`src/exec_pkg.sv`:
```
package exec_pkg;

    localparam int xlen  = 32;  // immediate layouts below are RV32 only
    localparam int tag_w = 6;   // rob tag

    typedef logic [tag_w-1:0] tag_t;
    typedef logic [xlen-1:0]  word_t;

    typedef enum logic [3:0] {
        alu_add  = 4'd0,
        alu_sub  = 4'd1,
        alu_and  = 4'd2,
        alu_or   = 4'd3,
        alu_xor  = 4'd4,
        alu_slt  = 4'd5,
        alu_sltu = 4'd6,
        alu_sll  = 4'd7,
        alu_srl  = 4'd8,
        alu_sra  = 4'd9
    } alu_func_e;

    typedef enum logic [1:0] {
        mul_mul    = 2'd0,
        mul_mulh   = 2'd1,
        mul_mulhsu = 2'd2,
        mul_mulhu  = 2'd3
    } mul_func_e;

    typedef enum logic [1:0] {
        opa_rs1  = 2'd0,
        opa_npc  = 2'd1,
        opa_pc   = 2'd2,
        opa_zero = 2'd3
    } opa_sel_e;

    typedef enum logic [2:0] {
        opb_rs2   = 3'd0,
        opb_i_imm = 3'd1,
        opb_b_imm = 3'd2,
        opb_u_imm = 3'd3,
        opb_j_imm = 3'd4
    } opb_sel_e;

    // funct3 of the branch opcodes
    typedef enum logic [2:0] {
        br_beq  = 3'b000,
        br_bne  = 3'b001,
        br_blt  = 3'b100,
        br_bge  = 3'b101,
        br_bltu = 3'b110,
        br_bgeu = 3'b111
    } br_cond_e;

    typedef struct packed {
        logic [6:0] funct7;
        logic [4:0] rs2;
        logic [4:0] rs1;
        logic [2:0] funct3;
        logic [4:0] rd;
        logic [6:0] opcode;
    } inst_fields_t;

    // raw bit groups the immediate formats are built from
    typedef struct packed {
        logic       sign;    // bit 31
        logic [5:0] b30_25;
        logic [3:0] b24_21;
        logic       b20;
        logic [7:0] b19_12;
        logic [3:0] b11_8;
        logic       b7;
        logic [6:0] opcode;
    } inst_format_t;

    typedef union packed {
        inst_fields_t field;
        inst_format_t fmt;
    } inst_u;

    function automatic word_t imm_i(inst_u inst);
        return {{21{inst.fmt.sign}}, inst.fmt.b30_25, inst.fmt.b24_21, inst.fmt.b20};
    endfunction

    function automatic word_t imm_b(inst_u inst);
        return {{20{inst.fmt.sign}}, inst.fmt.b7, inst.fmt.b30_25, inst.fmt.b11_8, 1'b0};
    endfunction

    function automatic word_t imm_u(inst_u inst);
        return {inst.fmt.sign, inst.fmt.b30_25, inst.fmt.b24_21, inst.fmt.b20,
                inst.fmt.b19_12, 12'b0};
    endfunction

    function automatic word_t imm_j(inst_u inst);
        return {{12{inst.fmt.sign}}, inst.fmt.b19_12, inst.fmt.b20, inst.fmt.b30_25,
                inst.fmt.b24_21, 1'b0};
    endfunction

endpackage

```
`src/exec_if.sv`:
```
`timescale 1ns/1ps

interface issue_if;
    logic                  valid;
    logic                  ready;     // from alu_unit
    logic                  to_mult;   // steers to the multiplier
    exec_pkg::tag_t        tag;
    exec_pkg::alu_func_e   alu_func;
    exec_pkg::mul_func_e   mul_func;
    exec_pkg::opa_sel_e    opa_sel;
    exec_pkg::opb_sel_e    opb_sel;
    logic                  cond_branch;
    logic                  uncond_branch;
    exec_pkg::inst_u       inst;
    exec_pkg::word_t       pc;
    exec_pkg::word_t       npc_pred;
    exec_pkg::word_t       rs1;
    exec_pkg::word_t       rs2;

    modport alu (
        input  valid, to_mult, tag, alu_func, opa_sel, opb_sel,
        input  cond_branch, uncond_branch, inst, pc, npc_pred, rs1, rs2,
        output ready
    );

    modport mult (
        input valid, to_mult, tag, mul_func, rs1, rs2
    );
endinterface

interface done_if;
    logic            valid;
    logic            grant;   // unit result taken this cycle
    exec_pkg::tag_t  tag;
    exec_pkg::word_t result;
    logic            redirect;
    exec_pkg::word_t redirect_pc;

    modport src  (output valid, tag, result, redirect, redirect_pc, input grant);
    modport sink (input valid, tag, result, redirect, redirect_pc, output grant);
endinterface

```
`src/operand_mux.sv`:
```
`timescale 1ns/1ps

module operand_mux (
    input  exec_pkg::opa_sel_e opa_sel,
    input  exec_pkg::opb_sel_e opb_sel,
    input  exec_pkg::inst_u    inst,
    input  exec_pkg::word_t    pc,
    input  exec_pkg::word_t    npc_pred,
    input  exec_pkg::word_t    rs1,
    input  exec_pkg::word_t    rs2,
    output exec_pkg::word_t    opa,
    output exec_pkg::word_t    opb
);

    exec_pkg::word_t i_imm;
    exec_pkg::word_t b_imm;
    exec_pkg::word_t u_imm;
    exec_pkg::word_t j_imm;

    // sign-extended immediates from the format view
    assign i_imm = exec_pkg::imm_i(inst);
    assign b_imm = exec_pkg::imm_b(inst);
    assign u_imm = exec_pkg::imm_u(inst);
    assign j_imm = exec_pkg::imm_j(inst);

    always_comb begin
        case (opa_sel)
            exec_pkg::opa_rs1:  opa = rs1;
            exec_pkg::opa_npc:  opa = npc_pred;  // link value for jumps
            exec_pkg::opa_pc:   opa = pc;
            exec_pkg::opa_zero: opa = '0;
            default:            opa = '0;
        endcase
    end

    always_comb begin
        case (opb_sel)
            exec_pkg::opb_rs2:   opb = rs2;
            exec_pkg::opb_i_imm: opb = i_imm;
            exec_pkg::opb_b_imm: opb = b_imm;
            exec_pkg::opb_u_imm: opb = u_imm;
            exec_pkg::opb_j_imm: opb = j_imm;
            default:             opb = '0;  // encodings 5..7 unused
        endcase
    end

endmodule

```
`src/alu_unit.sv`:
```
`timescale 1ns/1ps

module alu_unit (
    input logic  clock,
    input logic  reset,
    input logic  flush,
    issue_if.alu issue,
    done_if.src  done
);

    exec_pkg::word_t opa;
    exec_pkg::word_t opb;
    exec_pkg::word_t alu_out;
    exec_pkg::word_t pc_plus4;
    exec_pkg::word_t true_npc;
    logic            cond_ok;
    logic            taken;
    logic            is_branch;
    logic            accept;

    // result hold register
    logic            held_valid;
    exec_pkg::tag_t  held_tag;
    exec_pkg::word_t held_result;
    logic            held_redirect;
    exec_pkg::word_t held_redirect_pc;

    operand_mux u_operand_mux (
        .opa_sel  (issue.opa_sel),
        .opb_sel  (issue.opb_sel),
        .inst     (issue.inst),
        .pc       (issue.pc),
        .npc_pred (issue.npc_pred),
        .rs1      (issue.rs1),
        .rs2      (issue.rs2),
        .opa      (opa),
        .opb      (opb)
    );

    always_comb begin
        case (issue.alu_func)
            exec_pkg::alu_add:  alu_out = opa + opb;
            exec_pkg::alu_sub:  alu_out = opa - opb;
            exec_pkg::alu_and:  alu_out = opa & opb;
            exec_pkg::alu_or:   alu_out = opa | opb;
            exec_pkg::alu_xor:  alu_out = opa ^ opb;
            exec_pkg::alu_slt:  alu_out = {31'b0, $signed(opa) < $signed(opb)};
            exec_pkg::alu_sltu: alu_out = {31'b0, opa < opb};
            exec_pkg::alu_sll:  alu_out = opa << opb[4:0];
            exec_pkg::alu_srl:  alu_out = opa >> opb[4:0];
            exec_pkg::alu_sra:  alu_out = $signed(opa) >>> opb[4:0];
            default:            alu_out = '0;
        endcase
    end

    // branch condition from funct3 on the register operands
    always_comb begin
        case (exec_pkg::br_cond_e'(issue.inst.field.funct3))
            exec_pkg::br_beq:  cond_ok = issue.rs1 == issue.rs2;
            exec_pkg::br_bne:  cond_ok = issue.rs1 != issue.rs2;
            exec_pkg::br_blt:  cond_ok = $signed(issue.rs1) < $signed(issue.rs2);
            exec_pkg::br_bge:  cond_ok = $signed(issue.rs1) >= $signed(issue.rs2);
            exec_pkg::br_bltu: cond_ok = issue.rs1 < issue.rs2;
            exec_pkg::br_bgeu: cond_ok = issue.rs1 >= issue.rs2;
            default:           cond_ok = 1'b0;
        endcase
    end

    assign is_branch = issue.cond_branch || issue.uncond_branch;
    assign taken     = issue.uncond_branch || (issue.cond_branch && cond_ok);
    assign pc_plus4  = issue.pc + 32'd4;
    assign true_npc  = taken ? alu_out : pc_plus4;

    // a granted result frees the register in the same cycle
    assign issue.ready = !held_valid || done.grant || issue.to_mult;
    assign accept      = issue.valid && !issue.to_mult && issue.ready;

    always_ff @(posedge clock) begin
        if (reset || flush) begin
            held_valid <= 1'b0;
        end else if (accept) begin
            held_valid <= 1'b1;
        end else if (done.grant) begin
            held_valid <= 1'b0;
        end
    end

    always_ff @(posedge clock) begin
        if (accept) begin
            held_tag         <= issue.tag;
            held_result      <= alu_out;
            held_redirect    <= is_branch && (true_npc != issue.npc_pred);
            held_redirect_pc <= true_npc;
        end
    end

    assign done.valid       = held_valid;
    assign done.tag         = held_tag;
    assign done.result      = held_result;
    assign done.redirect    = held_redirect;
    assign done.redirect_pc = held_redirect_pc;

endmodule

```
`src/mult_unit.sv`:
```
`timescale 1ns/1ps

module mult_unit #(
    parameter int mult_stages = 4  // must divide 64
) (
    input logic   clock,
    input logic   reset,
    input logic   flush,
    issue_if.mult issue,
    done_if.src   done
);

    localparam int shift = 64 / mult_stages;  // multiplier bits per stage

    logic [63:0] ext_mcand;
    logic [63:0] ext_mplier;
    logic        start;
    logic        want_high;

    assign start = issue.valid && issue.to_mult;

    always_comb begin
        case (issue.mul_func)
            exec_pkg::mul_mulhsu: begin
                ext_mcand  = {{32{issue.rs1[31]}}, issue.rs1};
                ext_mplier = {32'b0, issue.rs2};
            end
            exec_pkg::mul_mulhu: begin
                ext_mcand  = {32'b0, issue.rs1};
                ext_mplier = {32'b0, issue.rs2};
            end
            default: begin  // mul and mulh take both signed
                ext_mcand  = {{32{issue.rs1[31]}}, issue.rs1};
                ext_mplier = {{32{issue.rs2[31]}}, issue.rs2};
            end
        endcase
    end

    assign want_high = issue.mul_func != exec_pkg::mul_mul;

    for (genvar i = 0; i < mult_stages; i++) begin : g_stage
        logic [63:0]    prev_sum;
        logic [63:0]    prev_mplier;
        logic [63:0]    prev_mcand;
        logic           prev_valid;
        exec_pkg::tag_t prev_tag;
        logic           prev_high;
        logic [63:0]    partial;
        logic [63:0]    sum_q;
        logic [63:0]    mplier_q;
        logic [63:0]    mcand_q;
        logic           valid_q;
        exec_pkg::tag_t tag_q;
        logic           high_q;

        if (i == 0) begin : g_first
            assign prev_sum    = '0;
            assign prev_mplier = ext_mplier;
            assign prev_mcand  = ext_mcand;
            assign prev_valid  = start;
            assign prev_tag    = issue.tag;
            assign prev_high   = want_high;
        end else begin : g_next
            assign prev_sum    = g_stage[i-1].sum_q;
            assign prev_mplier = g_stage[i-1].mplier_q;
            assign prev_mcand  = g_stage[i-1].mcand_q;
            assign prev_valid  = g_stage[i-1].valid_q;
            assign prev_tag    = g_stage[i-1].tag_q;
            assign prev_high   = g_stage[i-1].high_q;
        end

        assign partial = 64'(prev_mplier[shift-1:0]) * prev_mcand;

        always_ff @(posedge clock) begin
            sum_q    <= prev_sum + partial;
            mplier_q <= prev_mplier >> shift;
            mcand_q  <= prev_mcand << shift;
            tag_q    <= prev_tag;
            high_q   <= prev_high;
        end

        always_ff @(posedge clock) begin
            if (reset || flush) begin
                valid_q <= 1'b0;
            end else begin
                valid_q <= prev_valid;
            end
        end
    end

    assign done.valid       = g_stage[mult_stages-1].valid_q;
    assign done.tag         = g_stage[mult_stages-1].tag_q;
    assign done.result      = g_stage[mult_stages-1].high_q ? g_stage[mult_stages-1].sum_q[63:32]
                                                            : g_stage[mult_stages-1].sum_q[31:0];
    assign done.redirect    = 1'b0;  // multiplies never redirect
    assign done.redirect_pc = '0;

endmodule

```
`src/completion_arbiter.sv`:
```
`timescale 1ns/1ps

module completion_arbiter (
    input  logic            clock,
    input  logic            reset,
    input  logic            flush,
    done_if.sink            alu,
    done_if.sink            mult,
    output logic            valid,
    output exec_pkg::tag_t  tag,
    output exec_pkg::word_t result,
    output logic            redirect,
    output exec_pkg::word_t redirect_pc
);

    logic alu_wins;

    // multiplier cannot stall, so it always goes first
    assign alu_wins   = alu.valid && !mult.valid;
    assign alu.grant  = alu_wins;
    assign mult.grant = 1'b1;

    always_ff @(posedge clock) begin
        if (reset || flush) begin
            valid    <= 1'b0;
            redirect <= 1'b0;
        end else begin
            valid    <= mult.valid || alu.valid;
            redirect <= mult.valid ? mult.redirect : (alu_wins && alu.redirect);
        end
    end

    always_ff @(posedge clock) begin
        if (mult.valid) begin
            tag         <= mult.tag;
            result      <= mult.result;
            redirect_pc <= mult.redirect_pc;
        end else begin
            tag         <= alu.tag;
            result      <= alu.result;
            redirect_pc <= alu.redirect_pc;
        end
    end

endmodule

```
`src/exec_cluster.sv`:
```
`timescale 1ns/1ps

module exec_cluster #(
    parameter int mult_stages = 4
) (
    input  logic                clock,
    input  logic                reset,
    input  logic                flush,
    input  logic                issue_valid,
    input  logic                issue_to_mult,
    input  exec_pkg::tag_t      issue_tag,
    input  exec_pkg::alu_func_e issue_alu_func,
    input  exec_pkg::mul_func_e issue_mul_func,
    input  exec_pkg::opa_sel_e  issue_opa_sel,
    input  exec_pkg::opb_sel_e  issue_opb_sel,
    input  logic                issue_cond_branch,
    input  logic                issue_uncond_branch,
    input  exec_pkg::word_t     issue_inst,
    input  exec_pkg::word_t     issue_pc,
    input  exec_pkg::word_t     issue_npc_pred,
    input  exec_pkg::word_t     issue_rs1,
    input  exec_pkg::word_t     issue_rs2,
    output logic                issue_ready,
    output logic                done_valid,
    output exec_pkg::tag_t      done_tag,
    output exec_pkg::word_t     done_result,
    output logic                done_redirect,
    output exec_pkg::word_t     done_redirect_pc
);

    issue_if issue_bus ();
    done_if  alu_done ();
    done_if  mult_done ();

    assign issue_bus.valid         = issue_valid;
    assign issue_bus.to_mult       = issue_to_mult;
    assign issue_bus.tag           = issue_tag;
    assign issue_bus.alu_func      = issue_alu_func;
    assign issue_bus.mul_func      = issue_mul_func;
    assign issue_bus.opa_sel       = issue_opa_sel;
    assign issue_bus.opb_sel       = issue_opb_sel;
    assign issue_bus.cond_branch   = issue_cond_branch;
    assign issue_bus.uncond_branch = issue_uncond_branch;
    assign issue_bus.inst          = issue_inst;  // raw word into the union
    assign issue_bus.pc            = issue_pc;
    assign issue_bus.npc_pred      = issue_npc_pred;
    assign issue_bus.rs1           = issue_rs1;
    assign issue_bus.rs2           = issue_rs2;
    assign issue_ready             = issue_bus.ready;

    alu_unit u_alu (
        .clock (clock),
        .reset (reset),
        .flush (flush),
        .issue (issue_bus.alu),
        .done  (alu_done.src)
    );

    mult_unit #(
        .mult_stages (mult_stages)
    ) u_mult (
        .clock (clock),
        .reset (reset),
        .flush (flush),
        .issue (issue_bus.mult),
        .done  (mult_done.src)
    );

    completion_arbiter u_arbiter (
        .clock       (clock),
        .reset       (reset),
        .flush       (flush),
        .alu         (alu_done.sink),
        .mult        (mult_done.sink),
        .valid       (done_valid),
        .tag         (done_tag),
        .result      (done_result),
        .redirect    (done_redirect),
        .redirect_pc (done_redirect_pc)
    );

endmodule

```
`config.mk`:
```
export PLATFORM = sky130hd
export DESIGN_NAME = exec_cluster
export DESIGN_NICKNAME = d
export VERILOG_FILES = /design/src/exec_pkg.sv /design/src/exec_if.sv /design/src/operand_mux.sv /design/src/alu_unit.sv /design/src/mult_unit.sv /design/src/completion_arbiter.sv /design/src/exec_cluster.sv
export SDC_FILE = /design/constraint.sdc
export NUM_CORES = 2
export LEC_CHECK = 0
export ABC_CLOCK_PERIOD_IN_PS = 15100
export BUFFER_PORTS_ARGS = -buffer_cell sky130_fd_sc_hd__buf_2
export CAP_MARGIN = 10
export CORE_MARGIN = 2
export CORE_UTILIZATION = 30
export DETAILED_ROUTE_END_ITERATION = 8
export PLACE_DENSITY = 0.44
export RECOVER_POWER = 25
export SYNTH_ARGS = -nofsm -noshare
export SYNTH_HDL_FRONTEND = slang
export SYNTH_SLANG_ARGS = --single-unit
```
`constraint.sdc`:
```
create_clock -name clock -period 15.1 [get_ports clock]
set_input_delay 3.02 -clock clock [delete_from_list [all_inputs] [get_ports clock]]
set_output_delay 3.02 -clock clock [all_outputs]
set_load 0.005 [all_outputs]
```
==> metrics list <==
- Across the routed clock network, the largest skew measured is 56.1 ps.
* # H-tree levels: 2
- In the final timing run, aggregate negative setup slack is 0 ps.
- Cells with a size suffix above 1 make up 7.09% of the layout.
- Clock sink count: 532
- # hold bufs at CTS: 0
- After detailed routing, the average wire length per cell comes to 25.4 um.
- Grt total ovfl: 0
- Headroom to the max-slew limit came out at -4.03%.
* Via Count: 57700
- Cell types with the largest area share after synthesis: sky130_fd_sc_hd__fa_1 34%, sky130_fd_sc_hd__dfxtp_1 13%, sky130_fd_sc_hd__ha_1 8.1%
* Pin count of the biggest net entering global routing: 72
* Syn Std Cell Area: 0.0724 mm2
* Max FO, Critical Path: 17
- Initial detailed-routing violation count: 4541
- Buffers inserted by post-CTS timing repair: 0
- In this run the remaining antenna-violating nets after routing total 0.
- Worst path bufs/invs: 6
- The startpoint identified for the worst register-to-register timing path is u_mult.g_stage[0].mcand_q[23].
- The finished cells cover 0.0792 mm2.
- The count of buffers added on input and output ports is 249.
- Standard-cell row count: 180
* Clock slew at the register clock pins of the worst setup and hold paths: 70 ps
- YS warnings: 0
* Violations in the final reports: max-capacitance violations, max-slew violations
- The most critical setup path has its startpoint at u_mult.g_stage[0].mcand_q[23].
- Setup repair after global routing left no endpoint under its margin.
- Fill cell total of the finished layout: 25100
- The tree is rooted in a sky130_fd_sc_hd__clkbuf_16.
* Arrival time of the worst setup path: 11470 ps
- Initial standard-cell utilization of the core: 30.1%
* Run status: complete, but fails checks
* Total DRC errors in the routed layout: 0
* Horizontal die dimension: 495 um
- Critical Path Start Type: register
* Critical path's largest stage delay: 960 ps
* Global-route usage over all layers: 23.4%
* Number of cells on the critical path: 38
- MaxCap Viol Count: 2
- TritonCTS built the clock tree.
- Type of the tightest min-delay check: register to register
- The worst path in the final design needs a cycle of 11010 ps, including I/O delays and setup.
* Fmax: 90.8 MHz
- sky130_fd_sc_hd__fa_1 takes more of the synthesized area than any other cell.
- During I/O placement, the number of pins put on the boundary was 257.
* Share of flip-flops with an asynchronous set or reset after synthesis: 0%
- The hold violation count in the final report came to 0.
- Among all cell types in the netlist, the one instantiated most often is sky130_fd_sc_hd__inv_1.
- In this run, post-CTS repair resized a total of 0 instances.
- The region available for standard cell placement spans 0.240 mm2.
- Count of non-filler cells in the finished layout: 11300
- For the pin with the worst max-slew slack, the measured transition is 1560 ps.
- The synthesized design contains 532 register bits.
- Global-route wire length before repair: 420000 um
- The number of global-route vias before repair was 60000.
- TritonCTS created 56 clock buffers.
- Layout overhead on the synthesized area: 9.41%
- Vertical die dimension: 495 um
- Synthesis produced 7979 cells.
* Endpoint class of the critical path: register
* Total count of max-transition violations in the final report: 57
- In the routed layout, each cell is associated on average with a via count of 5.10.
- At the end of the flow, the number of nets in the layout was 9947.
- Critical-path top delay cell: sky130_fd_sc_hd__clkbuf_1
* Hold path cells: 0
- Counting stages on the worst path, the most repeated cell is sky130_fd_sc_hd__fa_1.
- The critical path ends at u_mult.g_stage[1].sum_q[61].
* Initial antenna violation count: 53
* Final routed wirelength across all metal layers: 287000 um
* End of the worst register-to-register path: u_mult.g_stage[1].sum_q[61]
* Initial DRT Pass Iterations: 6
- The worst path uses 72.9% of the clock period.
- Count of cells along the worst register-to-register path: 38
* Cell area after placement: 0.0773 mm2
- Routability congestion estimate from global placement: 0.981
* Cell family with the largest share of critical-path delay: compound AO/OA/AOI/OAI gates
- Commonest cells post-synth: 1388 x sky130_fd_sc_hd__inv_1, 1221 x sky130_fd_sc_hd__fa_1, 998 x sky130_fd_sc_hd__nand2_1
- Synth top area share: 33.8%
- Count of flip-flops with a built-in enable after synthesis: 71
- The setup path with the least slack is of type register to register.
* Synthesized Nets: 9853
- Setup violations remaining at the end of the flow were counted as 0.
- Counting distinct cell types in the post-synthesis netlist gives 101.
* Sequential-to-total area share from yosys stat: 15.7%
- The clock reaches the later pin of the worst-skew pair after 680 ps.
- Half-perimeter wire length after detailed placement: 228000 um
- Predominant post-synthesis flop cell: sky130_fd_sc_hd__dfxtp_1
* Maximum root-to-sink buffer count: 3
- The setup check on the worst reg-to-reg path leaves a slack of 4090 ps.
* Number of instances in the placed design: 11200
- Average cell area after synthesis: 9.08 um2
- Area of the die: 0.245 mm2
* Required time of the worst setup path: 15560 ps
[through the flow]
step	util (%)	hold WS (ps)	setup slack (ps)
after floorplan	-	310	5390
after global placement	32.2	310	3950
after detailed placement	32.2	312	3940
after CTS	33.0	280	4500
after global routing	33.0	290	3530
final	33.0	283	4090
[placed cells by master (no fill, tap or decap), types with 109 or more instances in the layout]
cell type                    n
sky130_fd_sc_hd__ha_1      469
sky130_fd_sc_hd__a21oi_1   354
sky130_fd_sc_hd__dfxtp_1   455
sky130_fd_sc_hd__buf_2     249
sky130_fd_sc_hd__a21o_1    109
sky130_fd_sc_hd__o21ai_0   189
sky130_fd_sc_hd__and2_1    368
sky130_fd_sc_hd__fa_1     1221
sky130_fd_sc_hd__nor2_1    329
sky130_fd_sc_hd__inv_1    1387
sky130_fd_sc_hd__nand2_1   998
sky130_fd_sc_hd__xnor2_1   221
sky130_fd_sc_hd__buf_4     120
sky130_fd_sc_hd__mux2i_1   224
[per-layer routing]
layer / track usage [%] / up-vias / wire, um
met1: 34.0 / 29600 / 133000
li1: - / 25600 / -
met3: 3.61 / 382 / 20000
met4: 7.49 / 18 / 10400
met2: 35.2 / 2055 / 124000
met5: 0 / - / 112
[area by class of cell]
cell class                      instances  area (um2)  area share (%)
Antenna cell                           10        25.0          0.0316
Clock buffer                           73        1550            1.95
Clock inverter                         33         429           0.542
Inverter                             1394        5230            6.60
Multi-Input combinational cell       5702       54400            68.7
Sequential cell                       532       11400            14.3
Tap cell                             3185        3990            5.03
Timing Repair Buffer                  387        2210            2.80
[registers in the layout, summed over array words and instances (netlist names)]
name,count
u_mult.g_stage.high_q,4
u_mult.g_stage.valid_q,3
u_mult.g_stage.tag_q,18
u_alu.done.result,32
u_mult.done.tag,6
u_arbiter.result,32
u_mult.done.valid,1
u_mult.g_stage.mplier_q,19
u_arbiter.redirect,1
u_mult.g_stage.sum_q,256
u_arbiter.valid,1
u_arbiter.redirect_pc,32
u_alu.done.valid,1
u_mult.g_stage.mcand_q,81
u_alu.done.redirect_pc,32
u_arbiter.tag,6
u_alu.done.tag,6
u_alu.done.redirect,1
[how the worst min path moves through the flow]
stage / end / startpoint / slack [ps]
floorplan: u_mult.done.tag[0] / u_mult.g_stage[2].tag_q[0] / 310
global placement: u_mult.done.tag[1] / u_mult.g_stage[2].tag_q[1] / 310
detailed placement: u_mult.g_stage[1].sum_q[0] / u_mult.g_stage[0].sum_q[0] / 310
CTS: u_mult.g_stage[3].sum_q[20] / u_mult.g_stage[2].sum_q[20] / 280
global route: u_mult.g_stage[3].sum_q[26] / u_mult.g_stage[2].sum_q[26] / 290
finish: u_mult.g_stage[3].sum_q[20] / u_mult.g_stage[2].sum_q[20] / 280
[kinds of logic (layout without fill, tap and decap cells)]
family,Yosys count,in the layout,synth area share (%)
AOI/OAI and AO/OA,1251,1251,11.5
buffers and inverters,1745,1887,9.24
muxes,259,259,3.72
DFF,532,532,15.7
xor gates and xnor gates,295,295,3.57
other,0,10,0
and+or+nand+nor,2207,2207,14.4
adders and majority gates,1690,1690,41.9
Power is not shown: default switching activity piles up to over one toggle a cycle in this logic, so the estimate is an artifact.
